===== config.mk =====
export PLATFORM = sky130hd
export DESIGN_NAME = load_wb_stage
export DESIGN_NICKNAME = d
export VERILOG_FILES = /design/src/design/lsu_pkg.sv /design/src/design/load_wb_stage.sv
export VERILOG_INCLUDE_DIRS = /design/src /design/src/design
export SDC_FILE = /design/constraint.sdc
export NUM_CORES = 1
export LEC_CHECK = 0
export ABC_AREA = 1
export BUFFER_PORTS_ARGS = -buffer_cell sky130_fd_sc_hd__buf_2
export CORE_ASPECT_RATIO = 1.1
export CORE_MARGIN = 10
export CORE_UTILIZATION = 49
export DETAILED_ROUTE_END_ITERATION = 6
export GPL_TIMING_DRIVEN = 0
export PLACE_DENSITY = 0.84
export SLEW_MARGIN = 20
export SYNTH_ARGS = -nofsm -noshare
export SYNTH_HDL_FRONTEND = slang
export SYNTH_SLANG_ARGS = --single-unit
export TNS_END_PERCENT = 100

===== constraint.sdc =====
create_clock -name clk -period 1.9 [get_ports clk]
set_input_delay 0.095 -clock clk [delete_from_list [all_inputs] [get_ports clk]]
set_output_delay 0.095 -clock clk [all_outputs]
set_load 0.02 [all_outputs]

===== src/design/lsu_macros.svh =====
`ifndef LSU_MACROS_SVH
`define LSU_MACROS_SVH

// data path width, one rv64 register
`define LSU_XLEN 64

// address bits seen by the data ram
`define LSU_ADDR_W 32

// register index width
`define LSU_REG_W 5

// ram depth in 64-bit words
`define LSU_RAM_WORDS 256

// input queue depth
// also the credits execute starts with
`define LSU_IN_DEPTH 4

// credits the writeback consumer grants after reset
`define LSU_WB_CREDITS 2

// derived widths
// word index into the ram, taken above the byte offset
`define LSU_RAM_IDX_W ($clog2(`LSU_RAM_WORDS))
// queue pointers
`define LSU_IN_PTR_W ($clog2(`LSU_IN_DEPTH))
// queue occupancy, has to reach the full depth
`define LSU_IN_CNT_W ($clog2(`LSU_IN_DEPTH + 1))
// writeback credit counter
`define LSU_WB_CNT_W ($clog2(`LSU_WB_CREDITS + 1))

`endif


===== src/design/lsu_pkg.sv =====
package lsu_pkg;

  // memory opcodes coming from execute
  // none means the op only carries an alu result
  typedef enum logic [3:0] {
    MEMOP_NONE = 4'd0,
    MEMOP_LB   = 4'd1,
    MEMOP_LBU  = 4'd2,
    MEMOP_LH   = 4'd3,
    MEMOP_LHU  = 4'd4,
    MEMOP_LW   = 4'd5,
    MEMOP_LWU  = 4'd6,
    MEMOP_LD   = 4'd7,
    MEMOP_SB   = 4'd8,
    MEMOP_SH   = 4'd9,
    MEMOP_SW   = 4'd10,
    MEMOP_SD   = 4'd11
  } mem_op_e;

  // request stage: idle, or holding a ram request
  typedef enum logic {
    REQ_IDLE,
    REQ_WAIT
  } req_state_e;

  // ram sequencer: accept, one busy cycle, respond
  typedef enum logic [1:0] {
    RAM_IDLE,
    RAM_BUSY,
    RAM_RESP
  } ram_state_e;

endpackage


===== src/design/load_wb_stage.sv =====
`timescale 1ns/1ps
`include "lsu_macros.svh"

module load_wb_stage (
  input  logic                  clk,
  input  logic                  rst_n_i,
  input  logic                  res_valid_i,
  input  lsu_pkg::mem_op_e      res_op_i,
  input  logic [`LSU_REG_W-1:0] res_rd_i,
  input  logic [2:0]            res_off_i,
  input  logic [`LSU_XLEN-1:0]  res_alu_i,
  input  logic [`LSU_XLEN-1:0]  res_rdata_i,
  output logic                  wb_slot_free_o,
  output logic                  wb_valid_o,
  output logic [`LSU_REG_W-1:0] wb_rd_o,
  output logic [`LSU_XLEN-1:0]  wb_data_o,
  input  logic                  wb_credit_i
);
  import lsu_pkg::*;

  logic                     held_q;
  logic [`LSU_WB_CNT_W-1:0] credit_q;
  logic [`LSU_REG_W-1:0]    rd_q;
  logic [`LSU_XLEN-1:0]     data_q;
  logic [`LSU_XLEN-1:0]     shifted;
  logic [`LSU_XLEN-1:0]     result;
  logic                     send_now;

  // addressed bytes down to bit zero
  assign shifted = res_rdata_i >> {res_off_i, 3'b000};

  // sign or zero extension per load kind
  // stores and none ops write back the alu value
  always_comb begin
    case (res_op_i)
      MEMOP_LB:  result = {{(`LSU_XLEN-8){shifted[7]}}, shifted[7:0]};
      MEMOP_LBU: result = {{(`LSU_XLEN-8){1'b0}}, shifted[7:0]};
      MEMOP_LH:  result = {{(`LSU_XLEN-16){shifted[15]}}, shifted[15:0]};
      MEMOP_LHU: result = {{(`LSU_XLEN-16){1'b0}}, shifted[15:0]};
      MEMOP_LW:  result = {{(`LSU_XLEN-32){shifted[31]}}, shifted[31:0]};
      MEMOP_LWU: result = {{(`LSU_XLEN-32){1'b0}}, shifted[31:0]};
      MEMOP_LD:  result = shifted;
      default:   result = res_alu_i;
    endcase
  end

  // held result goes out as soon as a credit is there
  assign send_now   = held_q & (credit_q != '0);
  assign wb_valid_o = send_now;
  assign wb_rd_o    = rd_q;
  assign wb_data_o  = data_q;
  // slot reusable in the same cycle it drains
  assign wb_slot_free_o = ~held_q | send_now;

  // result register, loaded one cycle after res_valid
  always_ff @(posedge clk) begin
    if (res_valid_i) begin
      rd_q   <= res_rd_i;
      data_q <= result;
    end
  end

  always_ff @(posedge clk or negedge rst_n_i) begin
    if (!rst_n_i) begin
      held_q   <= 1'b0;
      credit_q <= (`LSU_WB_CNT_W)'(`LSU_WB_CREDITS);
    end else begin
      // request side only sends into a free slot
      if (res_valid_i) held_q <= 1'b1;
      else if (send_now) held_q <= 1'b0;
      // spend one per result, regain one per consumer pulse
      case ({send_now, wb_credit_i})
        2'b10:   credit_q <= credit_q - 1'b1;
        2'b01:   credit_q <= credit_q + 1'b1;
        default: ;
      endcase
    end
  end

endmodule


After elaboration in Yosys (flattened, before gate mapping)
Cells that the tools add are included.

operators by class
  add/sub/neg operators = 2
  eq/ne operators = 9
  shift operators = 1
  multiplexer cells = 4
  bitwise gates (word level) = 3
  reductions and logical operators = 3

operators with widths
  cell                                                                    count
  64-bit case mux with 7 select lines                                     1
  64-bit by 6-bit >> shifter with 64-bit output                           1
  4-bit by 3-bit equality test with 1-bit output (second input constant)  4
  4-bit by 2-bit equality test with 1-bit output (second input constant)  2
  2-bit nonzero test                                                      3
  4-bit by 1-bit equality test with 1-bit output (second input constant)  1
  2-bit case mux with 2 select lines                                      1
  2-bit by 1-bit adder with 2-bit output (second input constant)          1
  2-bit by 1-bit equality test with 1-bit output (second input constant)  1
  2-bit equality test (second input constant)                             1
  1-bit 2-to-1 mux                                                        2
  2-bit by 1-bit subtractor with 2-bit output (second input constant)     1
  1-bit AND                                                               1
  1-bit inverter                                                          1
  1-bit OR                                                                1

word-level totals
  register bits = 72
  output and inout bits = 71
  word-level logic and storage cells = 26

Longest topological paths before layout
  depth in word-level cells = 4
  gate-level depth with buffers = 13

Worst setup path after synthesis
Ideal clock, no wire load.

  path type = register to register
  start = reg credit_q[1]
  end = reg credit_q[1]
  setup time = 0.088 ns
  arrival time = 1.310 ns
  data required time = 1.812 ns
  setup slack = 0.502 ns
  stages on the path, launching flop included = 8
  period minus slack after synthesis = 1.398 ns
  cell sequence = dfstp_2 -> inv_1 -> nand2_1 -> nand2_1 -> ha_1 -> a21oi_1 -> o21ai_0 -> xor2_1

between the ends
  cells in the longest elaborated chain, start to end = 4
  elaborated cells on any way between the ends = 8
  those cells by class = 2 x add/sub; 2 x eq/ne; 1 x mux; 1 x bitwise; 2 x reduce/logical

ends and longest elaborated chain
  what                                                                                   RTL line             source
  from (decl)                                                                            load_wb_stage.sv:22  logic [`LSU_WB_CNT_W-1:0] credit_q;
  from (signal assigned)                                                                 load_wb_stage.sv:66  credit_q <= (`LSU_WB_CNT_W)'(`LSU_WB_CREDITS);
  from (signal assigned)                                                                 load_wb_stage.sv:73  2'b10: credit_q <= credit_q - 1'b1;
  from (signal assigned)                                                                 load_wb_stage.sv:74  2'b01: credit_q <= credit_q + 1'b1;
  2-bit nonzero test                                                                     load_wb_stage.sv:48  assign send_now = held_q & (credit_q != '0);
  1-bit AND                                                                              load_wb_stage.sv:48
  2-bit by 1-bit equality test with 1-bit output or 2-bit equality test (tied branches)  load_wb_stage.sv:72  case ({send_now, wb_credit_i})
  2-bit case mux with 2 select lines or 2-bit nonzero test (tied branches)               -

Parallel ways exist; a longest one is shown, timed or not.
A chain may end at the register's enable or synchronous reset.

Worst setup path after layout
  start = in res_off_i[1]
  end = reg data_q[21], in the netlist wb_data_o[21] (data pin)

between the ends
  cells in the longest elaborated chain, start to end = 2

ends and longest elaborated chain
  what                                           RTL line             source
  from (decl)                                    load_wb_stage.sv:10  input logic [2:0] res_off_i,
  64-bit by 6-bit >> shifter with 64-bit output  load_wb_stage.sv:30  assign shifted = res_rdata_i >> {res_off_i, 3'b000};
  64-bit case mux with 7 select lines            load_wb_stage.sv:35  case (res_op_i)
  named net result[21]                           load_wb_stage.sv:26  logic [`LSU_XLEN-1:0] result;
  to (signal assigned)                           load_wb_stage.sv:59  data_q <= result;
  to (decl)                                      load_wb_stage.sv:24  logic [`LSU_XLEN-1:0] data_q;

The timed path passes the listed nets, and every way through them passes these cells.

==> reports/qor.yml <==
floorplan:
  die_h_um: 128
  die-area_sq_um: 15000
  initial_core_util: 0.498
  io_pins: 215
  die_w_um: 118
  rows: 39
  fp.coreArea_sq_um: 10300
hold_path:
  worst_hold_path_type: "primary input to register"
clocking:
  insertion_delay_ns: 0.34
  numCtsBuffers: 9
  clockBufferDepth: 2
  cts_htree_levels: 3
  root_buffer: "clkbuf_16"
  clk_pin_slew_worst_paths_ns: 0.06
  cts_tree: "yes"
  clkSinkCount: 72
  cts_resized: 0
global_routing:
  antenna_found_initial: 5
  gr-total-overflow: 0
  grt_max_degree: 64
  grt_pass1_vias: 5864
  grt.total_usage: 0.258
  grt_pass1_wl_um: 30900
synth:
  ys_warn_count: 0
  ys.flop_type: "edfxtp_1"
  ys_top_cells_by_count: "nand2_1 (238), nand3_1 (93), edfxtp_1 (69), a21oi_1 (56), o21ai_0 (47)"
  yosysMostFrequentCell: "nand2_1"
  synth_edf_count: 69
  seq_area_frac_synth: 0.417
  synth_cell_type_count: 28
  netlist_instances: 700
  syn_area_per_cell_sq_um: 7.37
  yosysTopAreaCell: "edfxtp_1"
  syn_nets: 845
  ys_seq_elements: 72
  synthArstFlopShare: 0.0417
  yosys-top-cells-area: "edfxtp_1 (40%), nand2_1 (17%), nand3_1 (9.0%)"
  synth_area_sq_um: 5160
  yosysTopAreaCellShare: 0.402
finish:
  utilization: 0.658
  syn_to_final_growth_pct: 32.0
  drive_gt1_frac: 0.318
  finalNetCount: 1076
routing:
  vias: 6099
  viasPerCell: 5.62
  ant_nets: 0
  wl_um: 20700
  drc: 0
  drtIter0Drc: 776
  avgRoutedWirePerCell_um: 19.0
  drt_first_pass_iters: 6
power_and_ir_drop:
  power.density_nw_per_um2: 755
  leakagePower_nw: 3.36
  peakVddDrop_mv: 0.553
critical_path:
  arrival_ns: 1.81
  required_ns: 1.97
  critPathCaptureType: "register"
  crit_path_start_kind: "primary input"
  crit_type: "primary input to register"
  cp_max_fo: 10
placement:
  hpwlAfterDp_um: 16500
  port_buffers: 213
  gp_congestion: 0.970
sta:
  finalSetupViolations: 0
  fmax_ghz: 0.574
  grt_setup_unrepaired: "false"
  worstMarginPinSlew_ns: 0.650
  maxSlewViolCount: 0
  period_minus_slack_ns: 1.74
  maxSlewHeadroom: 0.567
  setup_tns_ns: 0
  hold_violations: 0
  finalCritPeriodShare: 0.917
  fin_skew_ns: 0.00131
run:
  drv_cap: 0
run_status:
  status: "complete, no violations"
## worst max-delay path, cell delays in order
cell and delay, ns:
buf_2 0.10, inv_1 0.11, buf_2 0.26, clkbuf_1 0.43, o21ai_0 0.18, o21ai_0 0.50
nand3_2 0.13
## path summary, 6_finish.rpt
path	start	endpoint	slack, ns	depth (start not counted)
worst max-delay path	res_off_i[1]	wb_data_o[21]	0.16	7
worst max register to register	credit_q[1]	credit_q[1]	0.45	7
worst min-delay path	res_alu_i[6]	wb_data_o[6]	0.03	3
min in group asynchronous	rst_n_i	credit_q[0]	0.07	2
max in group asynchronous	rst_n_i	credit_q[1]	1.64	2
worst min register to register	credit_q[0]	credit_q[0]	0.48	1
## repair_timing
action / 4_1_cts / 5_1_grt
hold buffers: 6 / 0
hold endpoints to repair: 8 / 0
buffers inserted: 0 / 0
## where the power goes
part | total (mW) | internal [mW] | switching (mW)
sequential | 2.01 | 1.97 | 0.0433
combinational | 1.45 | 0.506 | 0.946
clock | 1.67 | 1.01 | 0.659
total | 5.14 | 3.49 | 1.65
## sequential cells by signal, indices dropped and copies added (netlist names)
signal / cells
credit_q: 2
wb_rd_o: 5
held_q: 1
wb_data_o: 64
## cells by family (layout without fill, tap and decap cells)
| family | Yosys count | after routing | share of synthesized area |
|---|---|---|---|
| compound gates | 130 | 130 | 0.140 |
| xor+xnor | 2 | 2 | 0.00340 |
| simple gates | 405 | 405 | 0.355 |
| fa+ha+maj | 1 | 1 | 0.00243 |
| other cells | 0 | 6 | 0 |
| buf+inv | 90 | 326 | 0.0820 |
| flops | 72 | 72 | 0.417 |
## through the flow
step | cells | total power, mW | setup slack, ns | hold slack, ns | area (sq um)
floorplan | 700 | 2.90 | 0.502 | -0.201 | 5160
global placement | 1056 | 3.43 | -0.0374 | -0.110 | 6400
detailed placement | 1057 | 3.46 | -0.0891 | -0.107 | 6430
CTS | 1079 | 5.13 | 0.262 | 0.0258 | 6790
global route | 1083 | 5.34 | 0.0908 | 0.0526 | 6800
finish | 1085 | 5.14 | 0.157 | 0.0251 | 6800
## layout make-up
type	count	area [sq um]
inverters	35	131
clock inverters	7	72.6
plain buffers	55	292
fillers	983	3540
clock buffers	9	225
flip-flops and latches	72	2150
multi-input cells	538	2580
repair buffers	220	1160
well taps	143	179
diodes	6	15.0
## cells in the final DEF (no fill, tap or decap), types with 9 or more instances in the layout
cell | synthesis | routed
clkbuf_1 | 24 | 24
nand3_2 | 23 | 23
buf_2 | 24 | 236
clkbuf_16 | 0 | 9
inv_1 | 32 | 32
nand3_1 | 93 | 93
nor2_1 | 37 | 37
edfxtp_1 | 69 | 69
a21oi_1 | 56 | 56
o21ai_0 | 47 | 47
nand2_1 | 238 | 238
o211ai_1 | 23 | 23
## layer usage
metal  track usage  routed length, um
met1         0.303               7690
met2         0.437              10000
met3        0.0639               2120
met4         0.120                840
met5             0                  0
(Power assumes the default switching activity.)
