### config.mk
export PLATFORM = sky130hd
export DESIGN_NAME = mem_req_stage
export DESIGN_NICKNAME = d
export VERILOG_FILES = /design/src/design/lsu_pkg.sv /design/src/design/mem_req_stage.sv
export VERILOG_INCLUDE_DIRS = /design/src /design/src/design
export SDC_FILE = /design/constraint.sdc
export NUM_CORES = 1
export LEC_CHECK = 0
export BUFFER_PORTS_ARGS = -buffer_cell sky130_fd_sc_hd__buf_2
export CORE_AREA = 10 10 169 171
export CTS_CLUSTER_DIAMETER = 60
export CTS_CLUSTER_SIZE = 10
export DETAILED_ROUTE_END_ITERATION = 10
export DIE_AREA = 0 0 179 181
export PLACE_DENSITY = 0.56
export SLEW_MARGIN = 0
export SYNTH_ARGS = -nofsm -noshare
export SYNTH_HDL_FRONTEND = slang
export SYNTH_SLANG_ARGS = --single-unit
### constraint.sdc
create_clock -name clk -period 16.4 [get_ports clk]
set_input_delay 4.1 -clock clk [delete_from_list [all_inputs] [get_ports clk]]
set_output_delay 4.1 -clock clk [all_outputs]
set_load 0.02 [all_outputs]
### src/design/lsu_macros.svh
`ifndef LSU_MACROS_SVH
`define LSU_MACROS_SVH

// data path width, one rv64 register
`define LSU_XLEN 64

// address bits seen by the data ram
`define LSU_ADDR_W 32

// register index width
`define LSU_REG_W 5

// ram depth in 64-bit words
`define LSU_RAM_WORDS 256

// input queue depth
// also the credits execute starts with
`define LSU_IN_DEPTH 4

// credits the writeback consumer grants after reset
`define LSU_WB_CREDITS 2

// derived widths
// word index into the ram, taken above the byte offset
`define LSU_RAM_IDX_W ($clog2(`LSU_RAM_WORDS))
// queue pointers
`define LSU_IN_PTR_W ($clog2(`LSU_IN_DEPTH))
// queue occupancy, has to reach the full depth
`define LSU_IN_CNT_W ($clog2(`LSU_IN_DEPTH + 1))
// writeback credit counter
`define LSU_WB_CNT_W ($clog2(`LSU_WB_CREDITS + 1))

`endif

### src/design/lsu_pkg.sv
package lsu_pkg;

  // memory opcodes coming from execute
  // none means the op only carries an alu result
  typedef enum logic [3:0] {
    MEMOP_NONE = 4'd0,
    MEMOP_LB   = 4'd1,
    MEMOP_LBU  = 4'd2,
    MEMOP_LH   = 4'd3,
    MEMOP_LHU  = 4'd4,
    MEMOP_LW   = 4'd5,
    MEMOP_LWU  = 4'd6,
    MEMOP_LD   = 4'd7,
    MEMOP_SB   = 4'd8,
    MEMOP_SH   = 4'd9,
    MEMOP_SW   = 4'd10,
    MEMOP_SD   = 4'd11
  } mem_op_e;

  // request stage: idle, or holding a ram request
  typedef enum logic {
    REQ_IDLE,
    REQ_WAIT
  } req_state_e;

  // ram sequencer: accept, one busy cycle, respond
  typedef enum logic [1:0] {
    RAM_IDLE,
    RAM_BUSY,
    RAM_RESP
  } ram_state_e;

endpackage

### src/design/mem_req_stage.sv
`timescale 1ns/1ps
`include "lsu_macros.svh"

module mem_req_stage (
  input  logic                   clk,
  input  logic                   rst_n_i,
  input  logic                   q_valid_i,
  input  lsu_pkg::mem_op_e       q_op_i,
  input  logic [`LSU_REG_W-1:0]  q_rd_i,
  input  logic [`LSU_XLEN-1:0]   q_alu_i,
  input  logic [`LSU_XLEN-1:0]   q_rs2_i,
  output logic                   q_pop_o,
  input  logic                   wb_slot_free_i,
  output logic [`LSU_ADDR_W-1:0] mem_addr_o,
  output logic                   mem_addr_valid_o,
  output logic [7:0]             mem_mask_o,
  output logic                   mem_write_o,
  output logic [`LSU_XLEN-1:0]   mem_wdata_o,
  input  logic                   mem_data_ready_i,
  input  logic [`LSU_XLEN-1:0]   mem_rdata_i,
  output logic                   res_valid_o,
  output lsu_pkg::mem_op_e       res_op_o,
  output logic [`LSU_REG_W-1:0]  res_rd_o,
  output logic [2:0]             res_off_o,
  output logic [`LSU_XLEN-1:0]   res_alu_o,
  output logic [`LSU_XLEN-1:0]   res_rdata_o
);
  import lsu_pkg::*;

  req_state_e             state_q;
  mem_op_e                op_q;
  logic [`LSU_REG_W-1:0]  rd_q;
  logic [`LSU_XLEN-1:0]   alu_q;
  logic [`LSU_XLEN-1:0]   rs2_q;
  logic                   in_wait;
  logic                   take;
  logic                   head_is_mem;
  logic                   is_store;
  logic [7:0]             size_mask;
  logic [`LSU_XLEN-1:0]   wdata_raw;
  logic [2:0]             off;

  assign in_wait     = (state_q == REQ_WAIT);
  assign head_is_mem = (q_op_i != MEMOP_NONE);
  // take the head only with a free writeback slot
  assign take    = ~in_wait & q_valid_i & wb_slot_free_i;
  assign q_pop_o = take;

  // width class and direction of the held op
  // store data keeps only the low bytes of rs2
  always_comb begin
    is_store  = 1'b0;
    size_mask = 8'h00;
    wdata_raw = '0;
    case (op_q)
      MEMOP_LB, MEMOP_LBU: size_mask = 8'h01;
      MEMOP_LH, MEMOP_LHU: size_mask = 8'h03;
      MEMOP_LW, MEMOP_LWU: size_mask = 8'h0f;
      MEMOP_LD:            size_mask = 8'hff;
      MEMOP_SB: begin
        is_store  = 1'b1;
        size_mask = 8'h01;
        wdata_raw = {{(`LSU_XLEN-8){1'b0}}, rs2_q[7:0]};
      end
      MEMOP_SH: begin
        is_store  = 1'b1;
        size_mask = 8'h03;
        wdata_raw = {{(`LSU_XLEN-16){1'b0}}, rs2_q[15:0]};
      end
      MEMOP_SW: begin
        is_store  = 1'b1;
        size_mask = 8'h0f;
        wdata_raw = {{(`LSU_XLEN-32){1'b0}}, rs2_q[31:0]};
      end
      MEMOP_SD: begin
        is_store  = 1'b1;
        size_mask = 8'hff;
        wdata_raw = rs2_q;
      end
      default: ;
    endcase
  end

  // byte offset inside the 64-bit word
  assign off = alu_q[2:0];

  // request held until the ram answers, dropped in the ready cycle
  assign mem_addr_valid_o = in_wait & ~mem_data_ready_i;
  assign mem_write_o      = mem_addr_valid_o & is_store;
  assign mem_addr_o       = alu_q[`LSU_ADDR_W-1:0];
  // mask and data moved to the byte lane of the access
  assign mem_mask_o       = size_mask << off;
  assign mem_wdata_o      = wdata_raw << {off, 3'b000};

  // memory ops answer on ready, none ops on the take cycle
  assign res_valid_o = (take & ~head_is_mem) | (in_wait & mem_data_ready_i);
  assign res_op_o    = in_wait ? op_q : q_op_i;
  assign res_rd_o    = in_wait ? rd_q : q_rd_i;
  assign res_alu_o   = in_wait ? alu_q : q_alu_i;
  assign res_off_o   = in_wait ? off : q_alu_i[2:0];
  // raw word, extraction happens in writeback
  assign res_rdata_o = (in_wait & mem_data_ready_i) ? mem_rdata_i : '0;

  // latch the head as it leaves the queue
  always_ff @(posedge clk) begin
    if (take) begin
      op_q  <= q_op_i;
      rd_q  <= q_rd_i;
      alu_q <= q_alu_i;
      rs2_q <= q_rs2_i;
    end
  end

  always_ff @(posedge clk or negedge rst_n_i) begin
    if (!rst_n_i) begin
      state_q <= REQ_IDLE;
    end else begin
      case (state_q)
        REQ_IDLE: if (take & head_is_mem) state_q <= REQ_WAIT;
        REQ_WAIT: if (mem_data_ready_i) state_q <= REQ_IDLE;
        default:  state_q <= REQ_IDLE;
      endcase
    end
  end

endmodule

# == Yosys cells after proc, flatten, opt, wreduce, memory -nomap -nowiden ==
# Index checks and enable logic that the tools add are counted.
# op_classes
order_cmp,0
n_eq_ne,11
n_bitwise,11
n_addsub,0
n_mux,11
reduce_logical,6
n_div,0
shifts,2
mul,0
# ops
op,count
one-hot mux 64 bit (4 select lines),1
2-to-1 mux 64 bit,2
left shift 64 x 6 -> 64 bit,1
one-hot mux 8 bit (4 select lines),1
equality test 4 x 3 -> 1 bit (second input constant),4
equality test 4 bit (second input constant),4
OR reduction 3 bit,3
equality test 4 x 2 -> 1 bit (second input constant),2
left shift 8 x 3 -> 8 bit,1
AND 1 bit,7
2-to-1 mux 5 bit,1
equality test 4 x 1 -> 1 bit (second input constant),1
2-to-1 mux 4 bit,1
nonzero test 4 bit,1
OR reduction 4 bit,1
2-to-1 mux 1 bit,3
2-to-1 mux 3 bit,1
inverter 1 bit,3
one-hot mux 1 bit (2 select lines),1
OR reduction 2 bit,1
bitwise OR 1 bit,1
# totals
reg_bits,138
in_bits,206
elab_cells,46
out_inout_bits,248
ram_bits,0
rom_bits,0
memories,0
latch_bits,0

# == Logic depth before layout (Yosys ltp) ==
# logic_depth
ltp_word,6
mapped_depth,7
depth_no_buf,4

# == Worst setup path after synthesis ==
# No wires, ideal clock.
# synth_timing
path_kind,input-to-output
start,input wb_slot_free_i
end,output q_pop_o
t_arrival_ps,10154
t_required_ps,12300
cell_stages,2
path_buffers,0
slack_ps,2146
cell_sequence,nand2_1 nor2_1
# synth_between
elab_chain_cells,1
# synth_lines
item,line,source
"start, declared",mem_req_stage.sv:13,"input logic wb_slot_free_i,"
AND 1 bit,mem_req_stage.sv:46,assign take = ~in_wait & q_valid_i & wb_slot_free_i;
"end, declared",mem_req_stage.sv:12,"output logic q_pop_o,"
# Every way passes these cells.

# == Worst setup path in the final report ==
# layout_timing
start,input mem_data_ready_i
end,output mem_write_o
# layout_between
elab_chain_cells,3
# layout_lines
item,line,source
"start, declared",mem_req_stage.sv:19,"input logic mem_data_ready_i,"
inverter 1 bit,mem_req_stage.sv:88,assign mem_addr_valid_o = in_wait & ~mem_data_ready_i;
AND 1 bit,mem_req_stage.sv:88,
AND 1 bit,mem_req_stage.sv:89,assign mem_write_o = mem_addr_valid_o & is_store;
"end, declared",mem_req_stage.sv:17,"output logic mem_write_o,"
# Every way passes these cells.

==> results_dict.tcl <==
set metrics [dict create \
    drtPass1Iterations 5 \
    grt_pass1_vias 7392 \
    switching_share_pct 30.8 \
    synthCells 655 \
    fin_crit_ps 9630 \
    ir_drop_uv 52.9 \
    rsz0062_at_grt "no" \
    clockPowerShare_pct 37.9 \
    layout_setup_ws_ps 6770 \
    path_buf_inv 2 \
    cp-start-kind "input port" \
    hpwlAfterDp_microns 27100 \
    p_int_mw 0.703 \
    wirelength_microns 34500 \
    grtUsageTotal_pct 20.2 \
    clockBufferDepth 2 \
    grt_pass1_wl_microns 49100 \
    ios 454 \
    power_density_nw_per_um2 95.3 \
    cp_common_cell "buf_2" \
    status "finished, final reports clean" \
    endpoint_kind "primary output" \
    gr-total-overflow 0 \
    drc_errors 0 \
    synth_warnings 0 \
    power.static_leakage_nw 4.82 \
    worstSetupPathType "in -> out" \
    syn_area_per_cell_sq_um 12.0 \
    skew_ps 21.5 \
    critPathMaxStageDelay_ps 640 \
    synthFlopType "edfxtp_1" \
    syn_nets 861 \
    tightest_slew_ps 980 \
    dp_slack_ps 6810 \
    cp_max_fo 66 \
    async_reset_ff_share_pct 0.725 \
    worstPathArrival_ps 5530 \
    clk_pin_slew_ps 60 \
    p_seq_share_pct 41.8 \
    yosys.area.top_type_share_pct 52.4 \
    max-slew-margin-rel_pct 34.7 \
    cts_tree "yes" \
    cts-root-buf "clkbuf_16" \
    antenna_left 0 \
    portBuffers 453 \
    crit_family "buffers and inverters" \
    cp_slowest_cell "buf_2" \
    fin_crit_sh_pct 58.7 \
    hold_path.class "reg -> reg" \
    cts_made_buffers 17 \
    synth_area_leader_cell "edfxtp_1" \
    row_count 58 \
    initial_core_util_pct 31.3 \
    antenna_found_initial 9 \
    wl_per_cell_microns 24.9 \
    synth_common_cells "edfxtp_1 (137), mux2_2 (95), and3_1 (70)" \
    cts_max_level 4 \
    crit_required_ps 12300 \
    max_clock_freq_ghz 0.104 \
    ys_ff_latch 138 \
    drtIter0Drc 667 \
    grt_start_max_net_pins 79 \
    num_vias 7174 \
    synth_area_sq_um 7850 \
    clock-sinks 138 \
    die_h_microns 181 \
    ctsResizeCount 0 \
    holdWs_ps 1380 \
    cts_setup_buffers 0 \
    fillers 2453 \
    synth_area_leaders "edfxtp_1 (52%), mux2_2 (14%), and3_1 (5.6%), buf_4 (3.7%), a221oi_1 (2.1%)" \
    combPwrFrac_pct 20.3 \
    fin_tns_setup_ps 0 \
    core-area_sq_um 25000 \
    syn_to_final_growth_pct 35.9 \
    die-area_sq_um 32400 \
    post-synth-top-count-cell "edfxtp_1" \
    die_w_microns 179 \
    gp_congestion 0.873 \
    fin_nets 1247 \
    finish.utilization_pct 42.6 \
    setup_viol 0 \
    vias_per_cell 5.17 \
    yosysSeqAreaShare_pct 52.8 \
    slew_violations 0 \
    drive_gt1_share_pct 57.2 \
    synth_cell_types 52 \
    synth_edf_count 137 \
    multi_input_area_sq_um 3170 \
    regArea_sq_um 4140 \
    clk_latency_ps 420 \
    timing.final.hold_violations 0 \
    hold_buffers 0 \
    crit_chain "buf_2 > nor2b_1 > and2_1 > buf_2" \
    p_sw_mw 0.313 \
    maxCapViolCount 0 \
]
==> sequential cells by signal (all words and copies together), names as in the netlist <==
register,count
alu_q,64
in_wait,1
op_q,4
rd_q,5
rs2_q,64
==> stage by stage <==
step / cell area (sq um) / total power, mW / instances
finish: 10700 / 1.02 / 1387
detailed placement: 10100 / 0.640 / 1352
floorplan: 7850 / 0.559 / 655
CTS: 10600 / 1.03 / 1383
global placement: 10100 / 0.638 / 1352
global route: 10700 / 1.06 / 1386
==> path summary, 6_finish.rpt <==
check	start	end	slack, ps	cells after the start
min reg2reg	in_wait	in_wait	1380	2
min	in_wait	in_wait	1380	2
max	mem_data_ready_i	mem_write_o	6770	4
max in group asynchronous	rst_n_i	in_wait	12850	1
min in group asynchronous	rst_n_i	in_wait	3460	1
max reg2reg	in_wait	rs2_q[10]	13310	3
==> power by group through the flow <==
stage | registers, mW | logic, mW | clock network, mW
floorplan | 0.425 | 0.134 | 0
global placement | 0.432 | 0.206 | 0
detailed placement | 0.432 | 0.208 | 0
CTS | 0.425 | 0.209 | 0.397
global route | 0.427 | 0.220 | 0.410
finish | 0.425 | 0.206 | 0.385
==> worst min-delay path, delay by kind of cell, from the launching register on <==
kind / cells / cell delay, ps
simple gates: 1 / 360
compound gates: 1 / 190
flops: 1 / 740
==> cell families (layout without fill, tap and decap cells) <==
kind of cell    Yosys count  after routing  share of synthesized area [%]
flops                   138            138                           52.8
compound gates          126            126                           11.5
xor+xnor                  1              1                          0.112
mux                     105            105                           14.9
other cells               0              4                              0
simple gates            188            188                           13.8
buf+inv                  97            495                           6.94
==> layout by cell type, fill, tap and decap left out, drive strengths merged, types with 14 or more instances in the layout <==
cell type / synthesis / layout
and2: 14 / 14
mux2: 95 / 95
a221oi: 19 / 19
nand2: 21 / 21
and3: 70 / 70
a21oi: 23 / 23
nor3: 22 / 22
buf: 60 / 461
clkbuf: 34 / 17
o22ai: 21 / 21
edfxtp: 137 / 137
a22oi: 18 / 18
nor2: 40 / 40
==> layer usage <==
metal | track usage [%] | routed length, microns
met3 | 5.57 | 2790
met4 | 6.78 | 859
met1 | 25.3 | 14300
met5 | 0 | 26
met2 | 32.6 | 16600
==> final cells by class <==
| type | instances | area share (%) |
|---|---|---|
| Clock inverter | 14 | 1.50 |
| Antenna cell | 4 | 0.0939 |
| Tap cell | 330 | 3.87 |
| Inverter | 3 | 0.106 |
| Clock buffer | 17 | 3.99 |
| Multi-Input combinational cell | 420 | 29.7 |
| Timing Repair Buffer | 461 | 21.8 |
| Sequential cell | 138 | 38.9 |
No activity file was read; power rests on OpenSTA's default activity.
