`src/design/lsu_macros.svh`:
```
`ifndef LSU_MACROS_SVH
`define LSU_MACROS_SVH

// data path width, one rv64 register
`define LSU_XLEN 64

// address bits seen by the data ram
`define LSU_ADDR_W 32

// register index width
`define LSU_REG_W 5

// ram depth in 64-bit words
`define LSU_RAM_WORDS 256

// input queue depth
// also the credits execute starts with
`define LSU_IN_DEPTH 4

// credits the writeback consumer grants after reset
`define LSU_WB_CREDITS 2

// derived widths
// word index into the ram, taken above the byte offset
`define LSU_RAM_IDX_W ($clog2(`LSU_RAM_WORDS))
// queue pointers
`define LSU_IN_PTR_W ($clog2(`LSU_IN_DEPTH))
// queue occupancy, has to reach the full depth
`define LSU_IN_CNT_W ($clog2(`LSU_IN_DEPTH + 1))
// writeback credit counter
`define LSU_WB_CNT_W ($clog2(`LSU_WB_CREDITS + 1))

`endif

```
`src/design/lsu_pkg.sv`:
```
package lsu_pkg;

  // memory opcodes coming from execute
  // none means the op only carries an alu result
  typedef enum logic [3:0] {
    MEMOP_NONE = 4'd0,
    MEMOP_LB   = 4'd1,
    MEMOP_LBU  = 4'd2,
    MEMOP_LH   = 4'd3,
    MEMOP_LHU  = 4'd4,
    MEMOP_LW   = 4'd5,
    MEMOP_LWU  = 4'd6,
    MEMOP_LD   = 4'd7,
    MEMOP_SB   = 4'd8,
    MEMOP_SH   = 4'd9,
    MEMOP_SW   = 4'd10,
    MEMOP_SD   = 4'd11
  } mem_op_e;

  // request stage: idle, or holding a ram request
  typedef enum logic {
    REQ_IDLE,
    REQ_WAIT
  } req_state_e;

  // ram sequencer: accept, one busy cycle, respond
  typedef enum logic [1:0] {
    RAM_IDLE,
    RAM_BUSY,
    RAM_RESP
  } ram_state_e;

endpackage

```
`src/design/lsu_in_fifo.sv`:
```
`timescale 1ns/1ps
`include "lsu_macros.svh"

module lsu_in_fifo (
  input  logic                   clk,
  input  logic                   rst_n_i,
  input  logic                   push_i,
  input  lsu_pkg::mem_op_e       push_op_i,
  input  logic [`LSU_REG_W-1:0]  push_rd_i,
  input  logic [`LSU_XLEN-1:0]   push_alu_i,
  input  logic [`LSU_XLEN-1:0]   push_rs2_i,
  input  logic                   pop_i,
  output logic                   valid_o,
  output lsu_pkg::mem_op_e       op_o,
  output logic [`LSU_REG_W-1:0]  rd_o,
  output logic [`LSU_XLEN-1:0]   alu_o,
  output logic [`LSU_XLEN-1:0]   rs2_o,
  output logic                   credit_o
);
  import lsu_pkg::*;

  mem_op_e                  op_mem  [`LSU_IN_DEPTH];
  logic [`LSU_REG_W-1:0]    rd_mem  [`LSU_IN_DEPTH];
  logic [`LSU_XLEN-1:0]     alu_mem [`LSU_IN_DEPTH];
  logic [`LSU_XLEN-1:0]     rs2_mem [`LSU_IN_DEPTH];
  logic [`LSU_IN_PTR_W-1:0] wr_ptr_q;
  logic [`LSU_IN_PTR_W-1:0] rd_ptr_q;
  logic [`LSU_IN_CNT_W-1:0] count_q;
  logic                     pop_ok;

  // head is valid whenever something is stored
  assign valid_o = (count_q != '0);
  assign pop_ok  = pop_i & valid_o;
  // one credit back to execute per entry freed
  assign credit_o = pop_ok;

  assign op_o  = op_mem[rd_ptr_q];
  assign rd_o  = rd_mem[rd_ptr_q];
  assign alu_o = alu_mem[rd_ptr_q];
  assign rs2_o = rs2_mem[rd_ptr_q];

  // entry storage
  // execute never pushes without a credit, so no full check
  always_ff @(posedge clk) begin
    if (push_i) begin
      op_mem[wr_ptr_q]  <= push_op_i;
      rd_mem[wr_ptr_q]  <= push_rd_i;
      alu_mem[wr_ptr_q] <= push_alu_i;
      rs2_mem[wr_ptr_q] <= push_rs2_i;
    end
  end

  // pointers wrap at the depth, which need not be a power of two
  always_ff @(posedge clk or negedge rst_n_i) begin
    if (!rst_n_i) begin
      wr_ptr_q <= '0;
      rd_ptr_q <= '0;
      count_q  <= '0;
    end else begin
      if (push_i) begin
        if (wr_ptr_q == (`LSU_IN_PTR_W)'(`LSU_IN_DEPTH - 1)) wr_ptr_q <= '0;
        else wr_ptr_q <= wr_ptr_q + 1'b1;
      end
      if (pop_ok) begin
        if (rd_ptr_q == (`LSU_IN_PTR_W)'(`LSU_IN_DEPTH - 1)) rd_ptr_q <= '0;
        else rd_ptr_q <= rd_ptr_q + 1'b1;
      end
      // push and pop together leave the count alone
      count_q <= count_q + (`LSU_IN_CNT_W)'(push_i) - (`LSU_IN_CNT_W)'(pop_ok);
    end
  end

endmodule

```
`config.mk`:
```
export PLATFORM = sky130hd
export DESIGN_NAME = lsu_in_fifo
export DESIGN_NICKNAME = d
export VERILOG_FILES = /design/src/design/lsu_pkg.sv /design/src/design/lsu_in_fifo.sv
export VERILOG_INCLUDE_DIRS = /design/src /design/src/design
export SDC_FILE = /design/constraint.sdc
export NUM_CORES = 1
export LEC_CHECK = 0
export BUFFER_PORTS_ARGS = -buffer_cell sky130_fd_sc_hd__buf_2
export CORE_MARGIN = 3
export CORE_UTILIZATION = 42
export CTS_CLUSTER_DIAMETER = 150
export DETAILED_ROUTE_END_ITERATION = 16
export REMOVE_ABC_BUFFERS = 1
export SYNTH_ARGS = -nofsm -noshare
export SYNTH_HDL_FRONTEND = slang
export SYNTH_SLANG_ARGS = --single-unit
```
`constraint.sdc`:
```
create_clock -name clk -period 4.35 [get_ports clk]
set_input_delay 0.435 -clock clk [delete_from_list [all_inputs] [get_ports clk]]
set_output_delay 0.435 -clock clk [all_outputs]
set_load 0.03 [all_outputs]
```
After elaboration in Yosys (flattened, before gate mapping)
Memory sizes are Yosys's and may differ from the RTL's.
Cells that the tools add are included.
{"block": "totals", "memories": 4, "wordCells": 19, "latchBits": 0, "inputBits": 141, "out_inout_bits": 139, "ff_bits": 7, "ramBits": 548, "romBits": 0}
{"memory": "alu_mem", "depth": 4, "width": 64, "read_ports": 1, "rd_clocked_by_memory_dff": 0, "wr": 1, "line": "lsu_in_fifo.sv:24", "text": "logic [`LSU_XLEN-1:0] alu_mem [`LSU_IN_DEPTH];"}
{"memory": "rs2_mem", "depth": 4, "width": 64, "read_ports": 1, "rd_clocked_by_memory_dff": 0, "wr": 1, "line": "lsu_in_fifo.sv:25", "text": "logic [`LSU_XLEN-1:0] rs2_mem [`LSU_IN_DEPTH];"}
{"memory": "rd_mem", "depth": 4, "width": 5, "read_ports": 1, "rd_clocked_by_memory_dff": 0, "wr": 1, "line": "lsu_in_fifo.sv:23", "text": "logic [`LSU_REG_W-1:0] rd_mem [`LSU_IN_DEPTH];"}
{"memory": "op_mem", "depth": 4, "width": 4, "read_ports": 1, "rd_clocked_by_memory_dff": 0, "wr": 1, "line": "lsu_in_fifo.sv:22", "text": "mem_op_e op_mem [`LSU_IN_DEPTH];"}
{"block": "classes", "order_cmp": 0, "div": 0, "n_addsub": 4, "shift": 0, "n_mux": 4, "reduce_logical": 1, "n_bitwise": 1, "eq_ne": 2, "multipliers": 0}
{"op": "$add 2x1->2 const B", "count": 2}
{"op": "$eq 2x2->1 const B", "count": 2}
{"op": "$mux 2", "count": 2}
{"op": "$add 3x1->3", "count": 1}
{"op": "$reduce_bool 3->1", "count": 1}
{"op": "$sub 3x1->3", "count": 1}
{"op": "$mux 1", "count": 2}
{"op": "$and 1x1->1", "count": 1}

Depth between registers and ports, before layout
Gate-level depths: netlist of the first run.
{"block": "logic_depth", "ltp_word": 3, "mapped_depth": 9, "depth_no_buf": 9}

Least setup slack after synthesis of the first run
OpenSTA, ideal clock, no wires.
{"block": "synth_timing", "kind": "flip-flop to flip-flop", "start": "register wr_ptr_q[0]", "end": "memory alu_mem[0][0] (netlist bit) (enable)", "setup_ns": 0.512, "period_less_slack_ns": 4.270, "path_buffers": 0, "required_ns": 3.838, "path_stages_with_launch": 4, "slack_ns": 0.080, "arrival_ns": 3.758, "path_cell_list": "dfrtp_1 > inv_1 > ha_1 > and2_1"}
{"element": "from (decl)", "line": "lsu_in_fifo.sv:26", "text": "logic [`LSU_IN_PTR_W-1:0] wr_ptr_q;"}
{"element": "from (signal assigned)", "line": "lsu_in_fifo.sv:62", "text": "else wr_ptr_q <= wr_ptr_q + 1'b1;"}
{"element": "to (decl)", "line": "lsu_in_fifo.sv:24"}
No word-level cell before the write port.

Final worst setup path of the first run
{"block": "layout_timing", "start": "register rd_ptr_q[0]", "end": "output rs2_o[45]"}
{"block": "layout_between", "elab_chain_len": 1}
{"element": "from (decl)", "line": "lsu_in_fifo.sv:27", "text": "logic [`LSU_IN_PTR_W-1:0] rd_ptr_q;"}
{"element": "from (signal assigned)", "line": "lsu_in_fifo.sv:66", "text": "else rd_ptr_q <= rd_ptr_q + 1'b1;"}
{"element": "$mem_v2 4x64"}
{"element": "to (decl)", "line": "lsu_in_fifo.sv:17", "text": "output logic [`LSU_XLEN-1:0] rs2_o,"}
Every way passes these cells.

==> results of run 1 <==
==> flip-flops by register name, indices dropped and copies added (netlist names) <==
name      flops
alu_mem     256
count_q       3
op_mem       16
rd_mem       20
rd_ptr_q      2
rs2_mem     256
wr_ptr_q      2
==> timing repair <==
item,in CTS,in global routing
hold buffers,1,0
endpoints found under the hold margin,7,0
resized for setup,0,0
==> through the flow <==
stage          instance area, µm²  TNS, ns  utilization  std cells
3_3_place_gp                22370        0       0.4755       1629
6_report                    24180        0       0.5139       1736
5_1_grt                     24180        0       0.5139       1735
4_1_cts                     24170        0       0.5137       1733
2_1_floorplan               19960  -306.92            -        722
3_5_place_dp                22370        0       0.4755       1629
==> power breakdown <==
group | switching, µW | internal, µW
Combinational | 3640 | 2080
Clock | 1900 | 2740
Sequential | 278 | 6850
==> layout by cell type (no fill, tap or decap), drive strengths merged, types with 2 or more instances in the layout <==
cell | Yosys | layout
and2 | 4 | 4
buf | 29 | 300
bufinv | 0 | 6
clkbuf | 2 | 66
clkinv | 0 | 28
dfrtp | 7 | 7
diode | 0 | 3
edfxtp | 548 | 548
ha | 7 | 7
inv | 7 | 9
mux2 | 2 | 2
mux4 | 137 | 137
o21ai | 2 | 2
xnor2 | 2 | 2
==> logic make-up after synthesis <==
family / Yosys count / synth area share
compound gates: 3 / 0.0008674
mux: 139 / 0.1539
xor+xnor: 2 / 0.0008674
simple gates: 8 / 0.002354
fa+ha+maj: 8 / 0.005327
flops: 555 / 0.8234
buf+inv: 38 / 0.01332
==> metal layers <==
layer	routed length, µm	global-route usage	share of wire
met4	803	0.04797	0.020
met3	2675	0.04728	0.067
met1	17120	0.2158	0.43
met5	88	0	0.0022
met2	18990	0.2479	0.48
==> worst paths after layout <==
kind,startpoint,end,slack (ns)
setup reg to reg,count_q[1],count_q[2],2.05
max in group asynchronous,rst_n_i,rd_ptr_q[1],3.91
min in group asynchronous,rst_n_i,count_q[2],0.26
setup / recovery,rd_ptr_q[0],rs2_o[45],1.21
hold / removal,push_rs2_i[63],rs2_mem[3][63],0.06
hold reg to reg,count_q[2],count_q[2],0.50
==> layout make-up <==
type,instances,area share
antenna,3,0.0003105
clock buffer,66,0.06039
clock inverter,37,0.01356
inverter,7,0.001087
multi-input combinational,160,0.1368
sequential,555,0.6881
tap,607,0.03141
timing repair buffer,301,0.06831
==> results.py, run 1 <==
metrics = {
    "outcome": {
        "status": "completed",
    },
    "global_route": {
        "grt_use_total": 0.1578,
        "grt_pass1_vias": 9656,
        "grt_overflow": 0,
        "antenna_found_initial": 10,
        "grt_first_pass_wirelength_mm": 60.09,
        "grt_max_degree": 88,
    },
    "logic_synthesis": {
        "ys_ff_latch": 555,
        "yosys.area.top_type_share": 0.8147,
        "synth-edff-count": 548,
        "synth_area_leaders": "edfxtp_1 (81%), mux4_2 (15%), dfrtp_1 (0.87%)",
        "syn_avg_cell_area_um2": 26.82,
        "synth_most_common_cell": "edfxtp_1",
        "syn_area_um2": 20200,
        "yosys.area.top_type": "edfxtp_1",
        "synthCells": 753,
        "ys_warn_count": 0,
        "yosys-top-cells-count": "edfxtp_1 (548), mux4_2 (137), buf_2 (14), buf_6 (14)",
        "synthArstFlopShare": 0.01261,
        "synth-seq-area-share": 0.8234,
        "synth.distinct_cells": 19,
        "ys_dominant_reg_cell": "edfxtp_1",
    },
    "timing": {
        "maxSlewViolCount": 0,
        "hold-worst-slack_ns": 0.05703,
        "tightest_slew_ns": 0.9710,
        "worst_slack_ns": 1.215,
        "finalHoldViolCount": 0,
        "grt_setup_unrepaired": "no",
        "period_share": 0.7207,
        "finalSetupViolCount": 0,
        "min_period_ns": 3.135,
        "timing.fmax_mhz": 319.0,
        "slew_headroom": 0.3527,
        "skew_ns": 0.009572,
    },
    "floorplan": {
        "core_region_area_um2": 47050,
        "io_pins": 280,
        "die_y_um": 225.3,
        "rows": 79,
        "initial_core_util": 0.4293,
        "die_area_um2": 50760,
        "die_width_um": 225.3,
    },
    "critical_path": {
        "start_kind": "register",
        "path_max_fanout": 36,
        "crit_arrival_ns": 2.70,
        "path_class": "reg2out",
        "required_ns": 3.91,
        "path_buf_inv": 2,
        "worstPathCellList": "buf_4 > mux4_2 > buf_2",
        "path_delay_family": "flip-flops",
        "crit_cells": 3,
        "cpPeakStageDelay_ns": 0.95,
        "cp-end-kind": "output port",
        "slowest_stage": "dfrtp_4",
        "rr_worst_depth": 9,
    },
    "final_layout": {
        "seq_area_um2": 16640,
        "fill_cells": 3707,
        "layout-drive-gt1-share": 0.4671,
        "nets": 1230,
        "area_growth_pct": 19.71,
        "multi_input_area_um2": 3308,
    },
    "clock_network": {
        "clock_path_buffers": 3,
        "clock_latency_ns": 0.59,
        "cts_buffers": 56,
        "cts-htree-levels": 2,
        "numClockSinks": 555,
        "post-cts-setup-buffers": 0,
        "clkTransAtPathRegs_ns": 0.06,
        "cts-root-buf": "clkbuf_16",
        "tritoncts": "done",
    },
    "hold_path": {
        "hold_class": "in2reg",
        "worstHoldPathCells": 1,
    },
    "routing": {
        "routed_via_density": 5.158,
        "vias": 8954,
        "drt-wirelength-per-cell_um": 22.85,
        "wl_mm": 39.68,
        "ant_nets": 0,
        "dr.pass1.iters": 4,
        "drt_iter0_markers": 491,
        "drc": 0,
    },
    "power": {
        "power.density_nw_per_um2": 723.2,
        "power.total_uw": 17490,
        "ir_worst_vdd_mv": 0.3815,
        "power_leakage_uw": 0.008228,
    },
    "placed_design": {
        "pre_cts_slack_ns": 1.739,
        "place_hpwl_mm": 23.42,
        "gp_congestion": 0.6892,
        "io_buffers": 279,
    },
    "flow_run": {
        "maxCapViolations": 0,
    },
}
Power figures use the tool's default switching activity.
==> run 2, diff against run 1 <==
clock period = 2.7 ns   (was 4.35 ns; I/O delays follow)
==> results.py, run 2 (same netlist as run 1, synthesis figures left out) <==
metrics = {
    "clock_network": {
        "cts_buffers": 57,
        "clock_path_buffers": 3,
        "clkTransAtPathRegs_ns": 0.06,
        "cts-root-buf": "clkbuf_16",
        "cts-htree-levels": 2,
        "tritoncts": "done",
        "numClockSinks": 555,
        "cts_resized": 0,
        "clock_latency_ns": 0.58,
    },
    "placed_design": {
        "placed_area_um2": 22530,
        "placed_cells": 1631,
        "io_buffers": 279,
        "place_hpwl_mm": 23.41,
        "gp_congestion": 0.7012,
    },
    "critical_path": {
        "cp-end-kind": "output port",
        "rrSetupSlack_ns": 0.37,
        "path_class": "reg2out",
        "required_ns": 2.43,
        "cpPeakStageDelay_ns": 0.56,
        "slowest_stage": "mux4_2",
        "r2r-start": "count_q[1]",
        "start_kind": "register",
        "worstPathCellList": "buf_12 > mux4_2 > buf_2",
        "rr_worst_depth": 9,
        "crit_arrival_ns": 2.21,
        "reg2reg_to": "count_q[2]",
        "path_max_fanout": 40,
        "critPathLaunch": "rd_ptr_q[0]",
    },
    "routing": {
        "drc": 0,
        "ant_nets": 0,
        "vias": 9496,
        "wl_mm": 40.37,
        "dr.pass1.iters": 4,
        "routed_via_density": 5.048,
        "drt_iter0_markers": 558,
        "drt-wirelength-per-cell_um": 21.46,
    },
    "power": {
        "power_leakage_uw": 0.008825,
        "power.density_nw_per_um2": 1101,
        "power.total_uw": 28260,
        "ir_worst_vdd_mv": 0.7135,
    },
    "final_layout": {
        "fill_cells": 3622,
        "layout-drive-gt1-share": 0.4157,
        "top_regs": "alu_mem (256), rs2_mem (256), rd_mem (20)",
        "area_growth_pct": 27.13,
        "seq_area_um2": 16640,
        "final_cell_mix": "edfxtp_1 (548), buf_2 (279), dlygate4sd3_1 (139)",
        "final_cells": 1881,
        "nets": 1374,
        "fin_util": 0.5458,
        "multi_input_area_um2": 3308,
        "final_common_cell": "edfxtp_1",
        "final_area_um2": 25680,
    },
    "flow_run": {
        "maxCapViolations": 0,
    },
    "timing": {
        "finalHoldViolCount": 0,
        "finalSetupViolCount": 0,
        "min_period_ns": 2.482,
        "slew_headroom": 0.6183,
        "grt_setup_unrepaired": "no",
        "timing.fmax_mhz": 402.9,
        "finalSetupTns_ns": 0,
        "skew_ns": 0.01160,
        "maxSlewViolCount": 0,
        "period_share": 0.9192,
        "tightest_slew_ns": 0.5726,
    },
    "global_route": {
        "grt_overflow": 0,
        "antenna_found_initial": 6,
        "grt_use_total": 0.1598,
        "grt_pass1_vias": 10490,
        "grt_max_degree": 87,
        "grt_first_pass_wirelength_mm": 61.67,
    },
    "floorplan": {
        "io_pins": 280,
        "die_y_um": 225.3,
        "core_region_area_um2": 47050,
        "die_area_um2": 50760,
        "initial_core_util": 0.4293,
        "rows": 79,
        "die_width_um": 225.3,
    },
    "hold_path": {
        "hold_class": "in2async",
    },
    "outcome": {
        "status": "completed",
    },
}
==> run 2: changes by cell type in the layout (fill, tap and decap cells not counted), moves of 5 or more <==
| cell | delta |
|---|---|
| dlygate4sd3_1 | +138 |
| buf_4 | -6 |
| clkinv_2 | -5 |
| buf_12 | +11 |
| clkbuf_1 | +8 |
==> run 2: how the worst max path moves through the flow <==
stage                 endpoint  slack [ns]  depth (start not counted)
floorplan             alu_o[0]       -3.70                          1
global placement    count_q[2]        0.43                          9
detailed placement  count_q[2]        0.33                          9
CTS                  alu_o[14]        0.12                          3
global route        count_q[2]        0.07                          9
finish               rs2_o[56]        0.22                          3
==> run 2: power by group <==
part	internal (µW)	switching [µW]
clock	4170	3030
sequential	11000	306
combinational	3630	6090
total	18800	9430
==> run 2: per-stage QoR <==
stage | worst slack (ns) | hold slack (ns)
floorplan | -3.697 | -0.02559
global placement | 0.4323 | 0.1180
detailed placement | 0.3255 | 0.1226
CTS | 0.1248 | 0.03352
global route | 0.07115 | 0.06679
finish | 0.2183 | 0.08740
==> run 2: final cells by class <==
| type | count | area share |
|---|---|---|
| Sequential cell | 555 | 0.6480 |
| Multi-Input combinational cell | 160 | 0.1288 |
| Timing Repair Buffer | 444 | 0.1249 |
| Clock buffer | 78 | 0.06018 |
| Tap cell | 607 | 0.02958 |
| Clock inverter | 26 | 0.007114 |
| Inverter | 7 | 0.001023 |
| Antenna cell | 4 | 0.0003898 |
==> run 2: worst max-delay path: cells and delay by family, from the launching register on <==
kind / cells / cell delay [ns]
buffers and inverters: 2 / 0.52
flip-flops: 1 / 0.50
multiplexers: 1 / 0.56
==> run 2: per-layer routing <==
metal / GRT usage / part of all wire / up-vias
li1: - / - / 4224
met4: 0.04736 / 0.020 / 4
met2: 0.2639 / 0.50 / 261
met1: 0.2111 / 0.42 / 4943
met3: 0.04220 / 0.064 / 64
met5: 0 / 0.00067 / -
==> run 2: repair_timing <==
action                                 in CTS  in global routing
setup endpoints to repair                 117                  0
hold buffers                              139                  0
endpoints found under the hold margin     557                  0
setup buffers                               3                  0
==> run 3, diff against run 2 <==
ABC_AREA = 1   (was unset)
BUFFER_PORTS_ARGS = unset   (was -buffer_cell sky130_fd_sc_hd__buf_2)
DONT_BUFFER_PORTS = 1   (was unset)
REMOVE_ABC_BUFFERS = unset   (was 1)
==> results.py, run 3 <==
metrics = {
    "final_layout": {
        "area_growth_pct": 23.79,
        "fill_cells": 4214,
        "final_cell_mix": "edfxtp_1 (548), nand2_1 (422), inv_1 (280)",
        "top_regs": "alu_mem (256), rs2_mem (256), rd_mem (20)",
        "layout-drive-gt1-share": 0.09815,
        "nets": 2005,
        "final_common_cell": "edfxtp_1",
    },
    "timing": {
        "finalSetupTns_ns": 0,
        "slew_headroom": 0.4790,
        "maxSlewViolCount": 0,
        "timing.fmax_mhz": 395.3,
        "grt_setup_unrepaired": "no",
        "min_period_ns": 2.530,
        "period_share": 0.9369,
        "finalHoldViolCount": 0,
        "tightest_slew_ns": 0.7816,
        "skew_ns": 0.01371,
        "finalSetupViolCount": 0,
        "hold-worst-slack_ns": 0.05339,
    },
    "critical_path": {
        "slowest_stage": "dfrtp_4",
        "crit_arrival_ns": 2.26,
        "path_max_fanout": 33,
        "worstPathCellList": "inv_4 > buf_4 > o211ai_1 > nand2_1 > buf_12",
        "critPathLaunch": "rd_ptr_q[1]",
        "cpPeakStageDelay_ns": 0.50,
        "path_class": "reg2out",
        "cp-end-kind": "output port",
        "required_ns": 2.43,
        "start_kind": "register",
        "r2r-start": "count_q[1]",
    },
    "clock_network": {
        "clkTransAtPathRegs_ns": 0.06,
        "cts-root-buf": "clkbuf_16",
        "numClockSinks": 555,
        "cts_buffers": 56,
        "clock_path_buffers": 3,
        "cts-htree-levels": 2,
        "tritoncts": "done",
        "cts_resized": 0,
        "clock_latency_ns": 0.58,
    },
    "hold_path": {
        "hold_class": "in2async",
    },
    "floorplan": {
        "die_area_um2": 55390,
        "io_pins": 280,
        "initial_core_util": 0.4272,
        "die_y_um": 235.4,
        "core_region_area_um2": 51720,
        "die_width_um": 235.4,
        "rows": 83,
    },
    "power": {
        "ir_worst_vdd_mv": 0.8491,
        "power_leakage_uw": 0.01031,
        "power.density_nw_per_um2": 1169,
    },
    "logic_synthesis": {
        "ys_ff_latch": 555,
        "ys_dominant_reg_cell": "edfxtp_1",
        "synthArstFlopShare": 0.01261,
        "syn-num-nets": 1799,
        "synth.distinct_cells": 16,
        "synth-seq-area-share": 0.7527,
        "synth-edff-count": 548,
        "syn_area_um2": 22090,
        "synth_area_leaders": "edfxtp_1 (74%), o211ai_1 (9.3%), nand2_1 (7.2%)",
        "syn_avg_cell_area_um2": 13.39,
        "synth_most_common_cell": "edfxtp_1",
        "yosys-top-cells-count": "edfxtp_1 (548), nand2_1 (426), inv_1 (287)",
        "ys_warn_count": 0,
        "yosys.area.top_type": "edfxtp_1",
        "yosys.area.top_type_share": 0.7448,
        "synthCells": 1650,
    },
    "global_route": {
        "grt_overflow": 0,
        "grt_pass1_vias": 12430,
        "grt_first_pass_wirelength_mm": 70.90,
        "grt_max_degree": 140,
        "antenna_found_initial": 5,
        "grt_use_total": 0.1623,
    },
    "routing": {
        "wl_mm": 45.75,
        "routed_via_density": 4.953,
        "dr.pass1.iters": 4,
        "wl_met1_mm": 19.38,
        "drc": 0,
        "routed.top_layer": "met5",
        "wl_met2_mm": 22.22,
        "met3RoutedLength_mm": 3.138,
        "ant_nets": 0,
        "drt-wirelength-per-cell_um": 17.75,
        "vias": 12770,
        "drt_iter0_markers": 676,
    },
    "placed_design": {
        "io_buffers": 0,
        "place_hpwl_mm": 26.23,
        "gp_congestion": 0.7332,
    },
    "outcome": {
        "status": "completed",
    },
    "flow_run": {
        "maxCapViolations": 0,
    },
}
run 3: cell types whose count changed in the layout (fill, tap and decap cells not counted), sizes merged, moves of 2 or more:
cell      delta
inv        +274
mux4       -137
bufinv       +3
o211ai     +274
nand3        +2
nand2      +425
clkinvlp     +3
nor2         +2
and2         -4
buf        -206
mux2         -2
clkinv       -8
run 3: area by class of cell:
type | count | area (µm²) | area share
sequential | 555 | 16640 | 0.6083
multi-input combinational | 717 | 3832 | 0.1401
timing repair buffer | 239 | 3183 | 0.1164
clock buffer | 79 | 1529 | 0.05590
inverter | 287 | 1095 | 0.04003
tap | 680 | 850.8 | 0.03111
clock inverter | 18 | 215.2 | 0.007868
antenna | 3 | 7.507 | 0.0002745
run 3: kinds of logic (layout without fill, tap and decap cells):
| kind of cell | Yosys count | count (layout) | synth area share |
|---|---|---|---|
| DFF | 555 | 555 | 0.7527 |
| and+or+nand+nor | 431 | 431 | 0.07333 |
| buffers and inverters | 378 | 623 | 0.07475 |
| AOI/OAI and AO/OA | 276 | 276 | 0.09355 |
| adders and majority gates | 8 | 8 | 0.004870 |
| xor gates and xnor gates | 2 | 2 | 0.0007929 |
| other | 0 | 3 | 0 |
run 3: what timing repair did:
action	4_1_cts	5_1_grt
setup buffers	0	0
endpoints found under the hold margin	561	0
hold buffers	140	0
run 3: path summary, 6_finish.rpt:
kind                             endpoint  slack [ns]  cells past startpoint
min reg2reg                   wr_ptr_q[0]        0.62                      3
max in group asynchronous     rd_ptr_q[0]        2.32                      1
max                             alu_o[49]        0.17                      5
min in group clk           alu_mem[0][17]        0.31                      3
min                           rd_ptr_q[1]        0.05                      1
max reg2reg                    count_q[2]        0.62                     11
run 3: where the power goes:
group | internal, µW | switching (µW)
sequential | 11000 | 378
clock | 4380 | 3020
combinational | 4690 | 8450
run 3: worst max-delay path: cells and delay by family, from the launching register on:
family / cells / cell delay (ns)
buf+inv: 3 / 0.88
compound gates: 1 / 0.12
flops: 1 / 0.50
simple gates: 1 / 0.14
run 3: through the flow:
stage	worst slack [ns]	instance area [µm²]	power (µW)	cells	utilization
2_1_floorplan	-0.3937	22130	19710	1650	-
3_3_place_gp	0.6220	24200	24560	2338	0.4679
3_5_place_dp	0.6266	24200	24730	2338	0.4679
4_1_cts	0.07549	27340	32420	2575	0.5287
5_1_grt	0.02551	27350	33630	2578	0.5289
6_report	0.1704	27350	31960	2578	0.5289
run 3: routing by layer:
layer,vias to the layer above,track usage
met3,81,0.04674
li1,6167,-
met1,6213,0.2084
met4,4,0.04517
met2,305,0.2704
met5,-,0
